File: src/logic/devinfo_pkg.sv
package devinfo_pkg;

	////////////////////////////////////////////////////////////
	// Sizes and timing

	// Cycles to wait after reset before the ports are touched
	localparam int BOOT_HOLD_CYCLES = 64;
	localparam int BOOT_CNT_W = $clog2(BOOT_HOLD_CYCLES + 1);

	// Die serial length and its bit counter width
	localparam int DNA_BITS = 96;
	localparam int DNA_CNT_W = $clog2(DNA_BITS);

	////////////////////////////////////////////////////////////
	// Bus and payload types

	// APB byte address
	typedef logic [7:0] apb_addr_t;

	// APB data word
	typedef logic [31:0] apb_data_t;

	// Die serial, bit 95 arrives first
	typedef logic [DNA_BITS-1:0] dna_serial_t;

	// One word on the ICAP data bus
	typedef logic [31:0] icap_word_t;

	// Register map, byte addresses
	typedef enum logic [7:0] {
		// Bit 0 IDCODE valid, bit 1 serial valid
		REG_STATUS   = 8'h00,
		REG_IDCODE   = 8'h04,
		// Serial bits 95:64
		REG_SERIAL_0 = 8'h08,
		// Serial bits 63:32
		REG_SERIAL_1 = 8'h0C,
		// Serial bits 31:0
		REG_SERIAL_2 = 8'h10,
		REG_USERCODE = 8'h14
	} reg_id_t;

	////////////////////////////////////////////////////////////
	// ICAP command words

	localparam icap_word_t ICAP_SYNC        = 32'hAA995566;
	localparam icap_word_t ICAP_NOP         = 32'h20000000;
	// Type 1 read, IDCODE register, one word
	localparam icap_word_t ICAP_READ_IDCODE = 32'h28018001;
	// Type 1 write, CMD register, one word
	localparam icap_word_t ICAP_WRITE_CMD   = 32'h30008001;
	localparam icap_word_t ICAP_CMD_DESYNC  = 32'h0000000D;

endpackage
File: src/logic/devinfo_top.sv
`timescale 1ns/1ns

module devinfo_top (
	// APB completer side
	input  logic                   psel,
	input  logic                   penable,
	input  logic                   pwrite,
	input  devinfo_pkg::apb_addr_t  paddr,
	input  devinfo_pkg::apb_data_t  pwdata,
	output devinfo_pkg::apb_data_t  prdata,
	output logic                   pready,
	output logic                   pslverr,
	// Clock, reset, user access code
	input  logic                   clk_icap,
	input  logic                   reset,
	input  devinfo_pkg::apb_data_t  usercode,
	// DNA port pins
	output logic                   dna_read,
	output logic                   dna_shift,
	input  logic                   dna_dout,
	// ICAP pins
	output logic                   icap_csib,
	output logic                   icap_rdwrb,
	output devinfo_pkg::icap_word_t icap_i,
	input  devinfo_pkg::icap_word_t icap_o
);

	import devinfo_pkg::*;

	logic        boot_done;
	dna_serial_t die_serial;
	logic        serial_valid;
	apb_data_t   idcode;
	logic        idcode_valid;

	////////////////////////////////////////////////////////////
	// Boot hold, then both readers side by side

	devinfo_boot_hold boot_hold_i (
		.clk_icap  (clk_icap),
		.reset     (reset),
		.boot_done (boot_done)
	);

	devinfo_dna_reader dna_reader_i (
		.clk_icap     (clk_icap),
		.reset        (reset),
		.boot_done    (boot_done),
		.dna_dout     (dna_dout),
		.dna_read     (dna_read),
		.dna_shift    (dna_shift),
		.die_serial   (die_serial),
		.serial_valid (serial_valid)
	);

	devinfo_icap_reader icap_reader_i (
		.clk_icap     (clk_icap),
		.reset        (reset),
		.boot_done    (boot_done),
		.icap_o       (icap_o),
		.icap_csib    (icap_csib),
		.icap_rdwrb   (icap_rdwrb),
		.icap_i       (icap_i),
		.idcode       (idcode),
		.idcode_valid (idcode_valid)
	);

	////////////////////////////////////////////////////////////
	// Register file on APB

	devinfo_apb_regs apb_regs_i (
		.clk_icap     (clk_icap),
		.reset        (reset),
		.psel         (psel),
		.penable      (penable),
		.pwrite       (pwrite),
		.paddr        (paddr),
		.pwdata       (pwdata),
		.prdata       (prdata),
		.pready       (pready),
		.pslverr      (pslverr),
		.die_serial   (die_serial),
		.serial_valid (serial_valid),
		.idcode       (idcode),
		.idcode_valid (idcode_valid),
		.usercode     (usercode)
	);

endmodule

File: src/logic/devinfo_apb_regs.sv
`timescale 1ns/1ns

module devinfo_apb_regs (
	input  logic                    clk_icap,
	input  logic                    reset,
	input  logic                    psel,
	input  logic                    penable,
	input  logic                    pwrite,
	input  devinfo_pkg::apb_addr_t   paddr,
	input  devinfo_pkg::apb_data_t   pwdata,
	output devinfo_pkg::apb_data_t   prdata,
	output logic                    pready,
	output logic                    pslverr,
	input  devinfo_pkg::dna_serial_t die_serial,
	input  logic                    serial_valid,
	input  devinfo_pkg::apb_data_t   idcode,
	input  logic                    idcode_valid,
	input  devinfo_pkg::apb_data_t   usercode
);

	import devinfo_pkg::*;

	////////////////////////////////////////////////////////////
	// Readback

	// Zero wait states, data only in the access phase
	always_comb begin
		pready  = psel && penable;
		prdata  = '0;
		pslverr = 1'b0;
		if (pready) begin
			// Nothing is writable
			if (pwrite) begin
				pslverr = 1'b1;
			end else begin
				case (paddr)
					REG_STATUS:   prdata = {30'd0, serial_valid, idcode_valid};
					REG_IDCODE:   prdata = idcode;
					REG_SERIAL_0: prdata = die_serial[95:64];
					REG_SERIAL_1: prdata = die_serial[63:32];
					REG_SERIAL_2: prdata = die_serial[31:0];
					REG_USERCODE: prdata = usercode;
					// Hole in the map
					default:      pslverr = 1'b1;
				endcase
			end
		end
	end

	////////////////////////////////////////////////////////////
	// Checks

	// Error only on a completing transfer
	pslverr_needs_pready: assert property (
		@(posedge clk_icap) disable iff (reset)
		pslverr |-> pready
	);

	// Requester holds the transfer steady from setup into access
	apb_setup_stable: assert property (
		@(posedge clk_icap) disable iff (reset)
		psel && !penable |=> penable && $stable({pwrite, paddr, pwdata})
	);

endmodule

File: src/logic/devinfo_icap_reader.sv
`timescale 1ns/1ns

module devinfo_icap_reader (
	input  logic                   clk_icap,
	input  logic                   reset,
	input  logic                   boot_done,
	input  devinfo_pkg::icap_word_t icap_o,
	output logic                   icap_csib,
	output logic                   icap_rdwrb,
	output devinfo_pkg::icap_word_t icap_i,
	output devinfo_pkg::apb_data_t  idcode,
	output logic                   idcode_valid
);

	import devinfo_pkg::*;

	typedef enum logic [2:0] {
		ST_BOOT_HOLD,
		ST_SYNC,
		ST_NOP,
		ST_HEADER,
		ST_PIPE,
		ST_READ,
		ST_DESYNC
	} state_t;

	state_t     state;
	// Cycle count within a state
	logic [2:0] step;
	// Outgoing word before the bit reversal
	icap_word_t icap_din;

	////////////////////////////////////////////////////////////
	// Bus bit order

	// ICAP bus has each byte bit-reversed, both directions
	function automatic icap_word_t byte_bit_swap(input icap_word_t word);
		icap_word_t swapped;
		for (int b = 0; b < 4; b++) begin
			for (int g = 0; g < 8; g++) begin
				swapped[b*8 + g] = word[b*8 + 7 - g];
			end
		end
		return swapped;
	endfunction

	assign icap_i = byte_bit_swap(icap_din);

	////////////////////////////////////////////////////////////
	// Command sequence

	// RDWRB only moves with CSIB high on both sides of the edge
	always_ff @(posedge clk_icap) begin
		if (reset) begin
			state        <= ST_BOOT_HOLD;
			step         <= '0;
			icap_csib    <= 1'b1;
			icap_rdwrb   <= 1'b1;
			// Idle bus pattern
			icap_din     <= '1;
			idcode_valid <= 1'b0;
		end else begin
			case (state)
				// Switch to write while still deselected
				ST_BOOT_HOLD: begin
					if (boot_done) begin
						icap_rdwrb <= 1'b0;
						state      <= ST_SYNC;
					end
				end
				ST_SYNC: begin
					icap_csib <= 1'b0;
					icap_din  <= ICAP_SYNC;
					step      <= '0;
					state     <= ST_NOP;
				end
				// Two NOPs cover the hazard after sync
				ST_NOP: begin
					icap_din <= ICAP_NOP;
					step     <= step + 3'd1;
					if (step == 3'd1) begin
						step  <= '0;
						state <= ST_HEADER;
					end
				end
				ST_HEADER: begin
					icap_din <= ICAP_READ_IDCODE;
					state    <= ST_PIPE;
				end
				// Flush NOPs, then turn the bus around to read
				ST_PIPE: begin
					icap_din <= ICAP_NOP;
					step     <= step + 3'd1;
					if (step == 3'd2) begin
						icap_csib <= 1'b1;
					end
					if (step == 3'd3) begin
						icap_rdwrb <= 1'b1;
					end
					if (step == 3'd4) begin
						icap_csib <= 1'b0;
						step      <= '0;
						state     <= ST_READ;
					end
				end
				// Fixed read window
				ST_READ: begin
					step <= step + 3'd1;
					if (step == 3'd5) begin
						icap_csib <= 1'b1;
						step      <= '0;
						state     <= ST_DESYNC;
					end
				end
				// Back to write, send the desync, then park
				ST_DESYNC: begin
					if (step != 3'd6) begin
						step <= step + 3'd1;
					end
					case (step)
						3'd0: icap_rdwrb <= 1'b0;
						3'd1: begin
							icap_csib <= 1'b0;
							icap_din  <= ICAP_NOP;
						end
						3'd2: icap_din <= ICAP_WRITE_CMD;
						3'd3: icap_din <= ICAP_CMD_DESYNC;
						3'd4: icap_din <= ICAP_NOP;
						// Sequence over, IDCODE already held
						3'd5: begin
							icap_csib    <= 1'b1;
							idcode_valid <= 1'b1;
						end
						default: ;
					endcase
				end
				default: state <= ST_BOOT_HOLD;
			endcase
		end
	end

	// Read data settled by the fourth window cycle
	always_ff @(posedge clk_icap) begin
		if (state == ST_READ && step == 3'd3) begin
			idcode <= byte_bit_swap(icap_o);
		end
	end

	////////////////////////////////////////////////////////////
	// Checks

	// Direction never flips while selected
	rdwrb_while_deselected: assert property (
		@(posedge clk_icap) disable iff (reset)
		$changed(icap_rdwrb) |-> $past(icap_csib) && icap_csib
	);

endmodule

File: src/logic/devinfo_dna_reader.sv
`timescale 1ns/1ns

module devinfo_dna_reader (
	input  logic                    clk_icap,
	input  logic                    reset,
	input  logic                    boot_done,
	input  logic                    dna_dout,
	output logic                    dna_read,
	output logic                    dna_shift,
	output devinfo_pkg::dna_serial_t die_serial,
	output logic                    serial_valid
);

	import devinfo_pkg::*;

	typedef enum logic [1:0] {
		ST_WAIT,
		ST_SHIFT,
		ST_DONE
	} state_t;

	state_t                 state;
	// Bits already taken in
	logic [DNA_CNT_W-1:0]   bit_count;

	////////////////////////////////////////////////////////////
	// Read FSM

	always_ff @(posedge clk_icap) begin
		if (reset) begin
			state        <= ST_WAIT;
			bit_count    <= '0;
			dna_read     <= 1'b0;
			dna_shift    <= 1'b0;
			serial_valid <= 1'b0;
		end else begin
			case (state)
				// Single cycle load of the port shift register
				ST_WAIT: begin
					if (boot_done) begin
						dna_read <= 1'b1;
						state    <= ST_SHIFT;
					end
				end
				ST_SHIFT: begin
					dna_read  <= 1'b0;
					dna_shift <= 1'b1;
					// A bit lands on every edge with shift high
					if (dna_shift) begin
						bit_count <= bit_count + 1'b1;
						if (bit_count == DNA_CNT_W'(DNA_BITS - 1)) begin
							dna_shift    <= 1'b0;
							serial_valid <= 1'b1;
							state        <= ST_DONE;
						end
					end
				end
				// Idle until reset
				ST_DONE: begin
				end
				default: state <= ST_WAIT;
			endcase
		end
	end

	// Port output is sampled before the shift moves it, MSB first
	always_ff @(posedge clk_icap) begin
		if (state == ST_SHIFT && dna_shift) begin
			die_serial <= {die_serial[DNA_BITS-2:0], dna_dout};
		end
	end

	////////////////////////////////////////////////////////////
	// Checks

	// Load and shift are exclusive on the port
	dna_read_shift_excl: assert property (
		@(posedge clk_icap) disable iff (reset)
		!(dna_read && dna_shift)
	);

endmodule

File: src/logic/devinfo_boot_hold.sv
`timescale 1ns/1ns

module devinfo_boot_hold (
	input  logic clk_icap,
	input  logic reset,
	output logic boot_done
);

	import devinfo_pkg::*;

	////////////////////////////////////////////////////////////
	// Settle timer

	// Counts down from the hold length, parks at zero
	logic [BOOT_CNT_W-1:0] count;

	always_ff @(posedge clk_icap) begin
		if (reset) begin
			count     <= BOOT_CNT_W'(BOOT_HOLD_CYCLES);
			boot_done <= 1'b0;
		end else begin
			if (count != '0) begin
				count <= count - 1'b1;
			end
			// Flag goes up on the edge the count hits zero
			if (count == BOOT_CNT_W'(1)) begin
				boot_done <= 1'b1;
			end
		end
	end

	////////////////////////////////////////////////////////////
	// Checks

	// Sticky until the next reset
	boot_done_sticky: assert property (
		@(posedge clk_icap) disable iff (reset)
		boot_done |=> boot_done
	);

endmodule

File: config.mk
export PLATFORM = sky130hd
export DESIGN_NAME = devinfo_top
export DESIGN_NICKNAME = d
export VERILOG_FILES = /design/src/logic/devinfo_pkg.sv /design/src/logic/devinfo_top.sv /design/src/logic/devinfo_apb_regs.sv /design/src/logic/devinfo_icap_reader.sv /design/src/logic/devinfo_dna_reader.sv /design/src/logic/devinfo_boot_hold.sv
export SDC_FILE = /design/constraint.sdc
export NUM_CORES = 1
export LEC_CHECK = 0
export ABC_AREA = 1
export BUFFER_PORTS_ARGS = -buffer_cell sky130_fd_sc_hd__buf_4
export CAP_MARGIN = 10
export CORE_MARGIN = 2
export CORE_UTILIZATION = 51
export CTS_CLUSTER_DIAMETER = 120
export DETAILED_ROUTE_END_ITERATION = 8
export PLACE_DENSITY_LB_ADDON = 0.05
export SYNTH_ARGS = -nofsm -noshare
export SYNTH_HDL_FRONTEND = slang
export SYNTH_SLANG_ARGS = --single-unit
export TNS_END_PERCENT = 1
File: constraint.sdc
create_clock -name clk_icap -period 3.4 [get_ports clk_icap]
set_clock_uncertainty 0.15 [all_clocks]
set_input_delay 0.68 -clock clk_icap [delete_from_list [all_inputs] [get_ports clk_icap]]
set_output_delay 0.68 -clock clk_icap [all_outputs]
set_load 0.05 [all_outputs]
==> metrics.txt <==
fmax=335.3 MHz; synth top area cells=edfxtp_1 (49%), nand3_1 (14%), dfxtp_1 (9.8%), nand2_1 (6.2%), nor2_1 (5.2%); register area share after synthesis=59.07%; final non-filler cell total=1143; Synth Instances=824; final instance area=0.009532 mm^2; Initial DRT Pass Iterations=5; Avg Cell Area, Syn=9.460 um^2; synthesis-stage register bit count=166; Worst VDD drop=0.0008928 V; Final GP Congestion=0.8865; Leak=3.698 nW; global route total overflow=0; largest area contributor in the netlist=edfxtp_1; Final nets=1060; Cells after DPL=1111; Hold WS=0.2795 ns; setup_tns=0 ns; R2R setup slack=1.19 ns; number of global-route vias before repair=5848; largest net degree at the start of global routing=61; Area Growth Syn to Fin=22.28%; max cap viols=0; core box area=0.01509 mm^2; first-pass GRT wire length=28810 um; Hold Crit Class=in -> reg; post-synth cell types=34; Final Max Slew Viols=0; clock power share=30.7%; Fin. Hold Viols=0; htree depth=4; routed wire length=18210 um; DRT iter0 DRCs=470; slew margin rel.=48.22%; Syn Nets=942; endpoint class of the critical path=primary output; CTS Hold Bufs=0; final core occ=63.17%; Seq pwr share=39.3%; total clock buffers created by CTS=17; Synth Cell Area=0.007795 mm^2; fin crit share=87.71%; CTS tree=built; setup bufs post-CTS=0; P_int=3.993 mW; boundary pin count=180; CTS root buf=clkbuf_16; vias per inst=5.353; initial antenna violation count=0; Vias=6118; total track usage=22.71%; clock slew at reported path FFs=0.06 ns; n_diodes=0; Critical Path RT=2.57 ns; Die ar.=0.01629 mm^2; Worst Path Class, Setup=in -> out; Resized Gates After CTS=0; Worst-Margin Slew=0.7759 ns; crit path max fanout=29; Comb pwr share=30.0%; Rows=45; Final ANT Viol Nets=0; PD cells=645.3 mW/mm^2; dpl cell area=0.008959 mm^2; CTS sink cnt=166; IO Port Bufs=147; Longest Clk Path Bufs=2; switching pwr=2.158 mW; Die H=127.6 um; DPL Wire Length=12650 um; Arrival @ worst endpoint=2.15 ns; Tmin final=2.982 ns; Clk Latency, worst-skew pair=0.43 ns; Switching Share=35.08%; startpoint types=primary input; Ys Warns=0; die width=127.6 um; Avg WL per Cell=15.93 um; layout cell share with drive strength beyond 1=23.56%; # DRC=0; area share of the largest cell type after synthesis=49.31%; RSZ-0062 raised after global routing=false; Initial Utilization=51.66%; setup violators final=0; status=finished clean
[critical path: stages]
cell,delay (ns)
buf_4,0.11
inv_2,0.04
nand2_1,0.07
nor2_4,0.27
buf_4,0.37
nand3_1,0.13
nand3_1,0.10
nor2_1,0.05
nor2_1,0.11
buf_4,0.21
[stage by stage]
| step | setup WS, ns | power [mW] |
|---|---|---|
| after floorplan | 0.09119 | 3.945 |
| after global placement | 0.4358 | 4.261 |
| after detailed placement | 0.3880 | 4.299 |
| after CTS | 0.3846 | 6.186 |
| after global routing | 0.2516 | 6.427 |
| final | 0.4180 | 6.151 |
[final timing paths]
check / cells after the start / endpoint / startpoint
setup / recovery: 10 / prdata[21] / paddr[5]
setup reg to reg: 3 / icap_reader_i.idcode[23] / icap_reader_i.state[2]
hold / removal: 1 / icap_reader_i.idcode[11] / icap_o[12]
hold reg to reg: 0 / dna_reader_i.die_serial[70] / dna_reader_i.die_serial[69]
[routing by layer]
layer | up-vias | track usage, % | wire length [um]
li1 | 3027 | - | -
met1 | 2907 | 30.94 | 8311
met2 | 160 | 35.83 | 8723
met3 | 24 | 5.946 | 852
met4 | 0 | 7.175 | 322
met5 | - | 0 | 0
[area by class of cell]
cell class                      instances  area [um^2]
Clock inverter                         11        132.6
Tap cell                              188        235.2
Inverter                               61        229.0
Timing Repair Buffer                  163         1286
Multi-Input combinational cell        533         2604
Sequential cell                       166         4604
Fill cell                            1264         5558
Clock buffer                           21        440.4
[synth_stat cells]
cell type / number
ha_1: 8
nor2_8: 1
nand2_2: 3
nor2_1: 107
nor3_2: 1
xnor2_1: 2
nand3b_1: 1
buf_4: 27
buf_2: 31
edfxtp_1: 128
buf_1: 1
nand3_4: 1
nand2_8: 1
o211ai_1: 2
inv_1: 48
nand3_1: 220
dfxtp_1: 38
nor2_4: 3
nand2_1: 128
nor3_1: 4
a21boi_0: 1
o21ai_1: 2
clkbuf_1: 5
clkinv_1: 1
o21ai_4: 1
o21ai_0: 8
nor2_2: 4
a21oi_1: 22
nand3_2: 4
or2_2: 1
xor2_1: 1
inv_2: 12
nand2_4: 2
nand4_1: 5
[power by group through the flow]
stage | sequential, mW | clock [mW] | combinational (mW)
final | 2.42 | 1.89 | 1.84
after global placement | 2.45 | 0 | 1.81
after detailed placement | 2.46 | 0 | 1.84
after floorplan | 2.62 | 0 | 1.33
after CTS | 2.42 | 1.92 | 1.85
after global routing | 2.44 | 2.01 | 1.98
[sequential cells by signal (all words and copies together) (netlist names)]
register	count
icap_reader_i.icap_csib	1
dna_reader_i.state	2
dna_reader_i.bit_count	7
boot_hold_i.count	7
icap_reader_i.state	3
boot_hold_i.boot_done	1
icap_reader_i.icap_rdwrb	1
dna_reader_i.dna_read	1
icap_reader_i.step	3
dna_reader_i.serial_valid	1
icap_reader_i.icap_din	9
icap_reader_i.idcode	32
dna_reader_i.die_serial	96
icap_reader_i.idcode_valid	1
dna_reader_i.dna_shift	1
[placed cells by master (no fill, tap or decap)]
master	instances
clkinv_1	4
inv_1	48
nor2_2	4
nand3_2	4
nand3_1	220
nor2_8	1
nor2_1	104
nand3b_1	1
o211ai_1	2
xor2_1	1
xnor2_1	2
nand2_8	1
a21oi_1	22
o21ai_4	1
buf_4	158
nor2_4	6
nor3_2	1
nand2_4	2
bufinv_16	3
clkinv_4	1
nand4_1	5
clkinvlp_4	1
o21ai_0	8
nand3_4	1
ha_1	8
buf_12	5
dfxtp_1	38
inv_2	12
clkbuf_16	17
nand2_2	3
nor3_1	4
clkbuf_1	4
clkinv_2	3
nand2_1	128
o21ai_1	2
or2_2	1
edfxtp_1	128
a21boi_0	1
[kinds of logic (layout without fill, tap and decap cells)]
logic type	Yosys count	count (layout)	share of synthesized area, %
fa+ha+maj	8	8	1.284
simple gates	486	486	28.94
flops	166	166	59.07
buf+inv	125	256	7.817
xor+xnor	3	3	0.3371
compound gates	36	36	2.552
(Power assumes the default switching activity.)
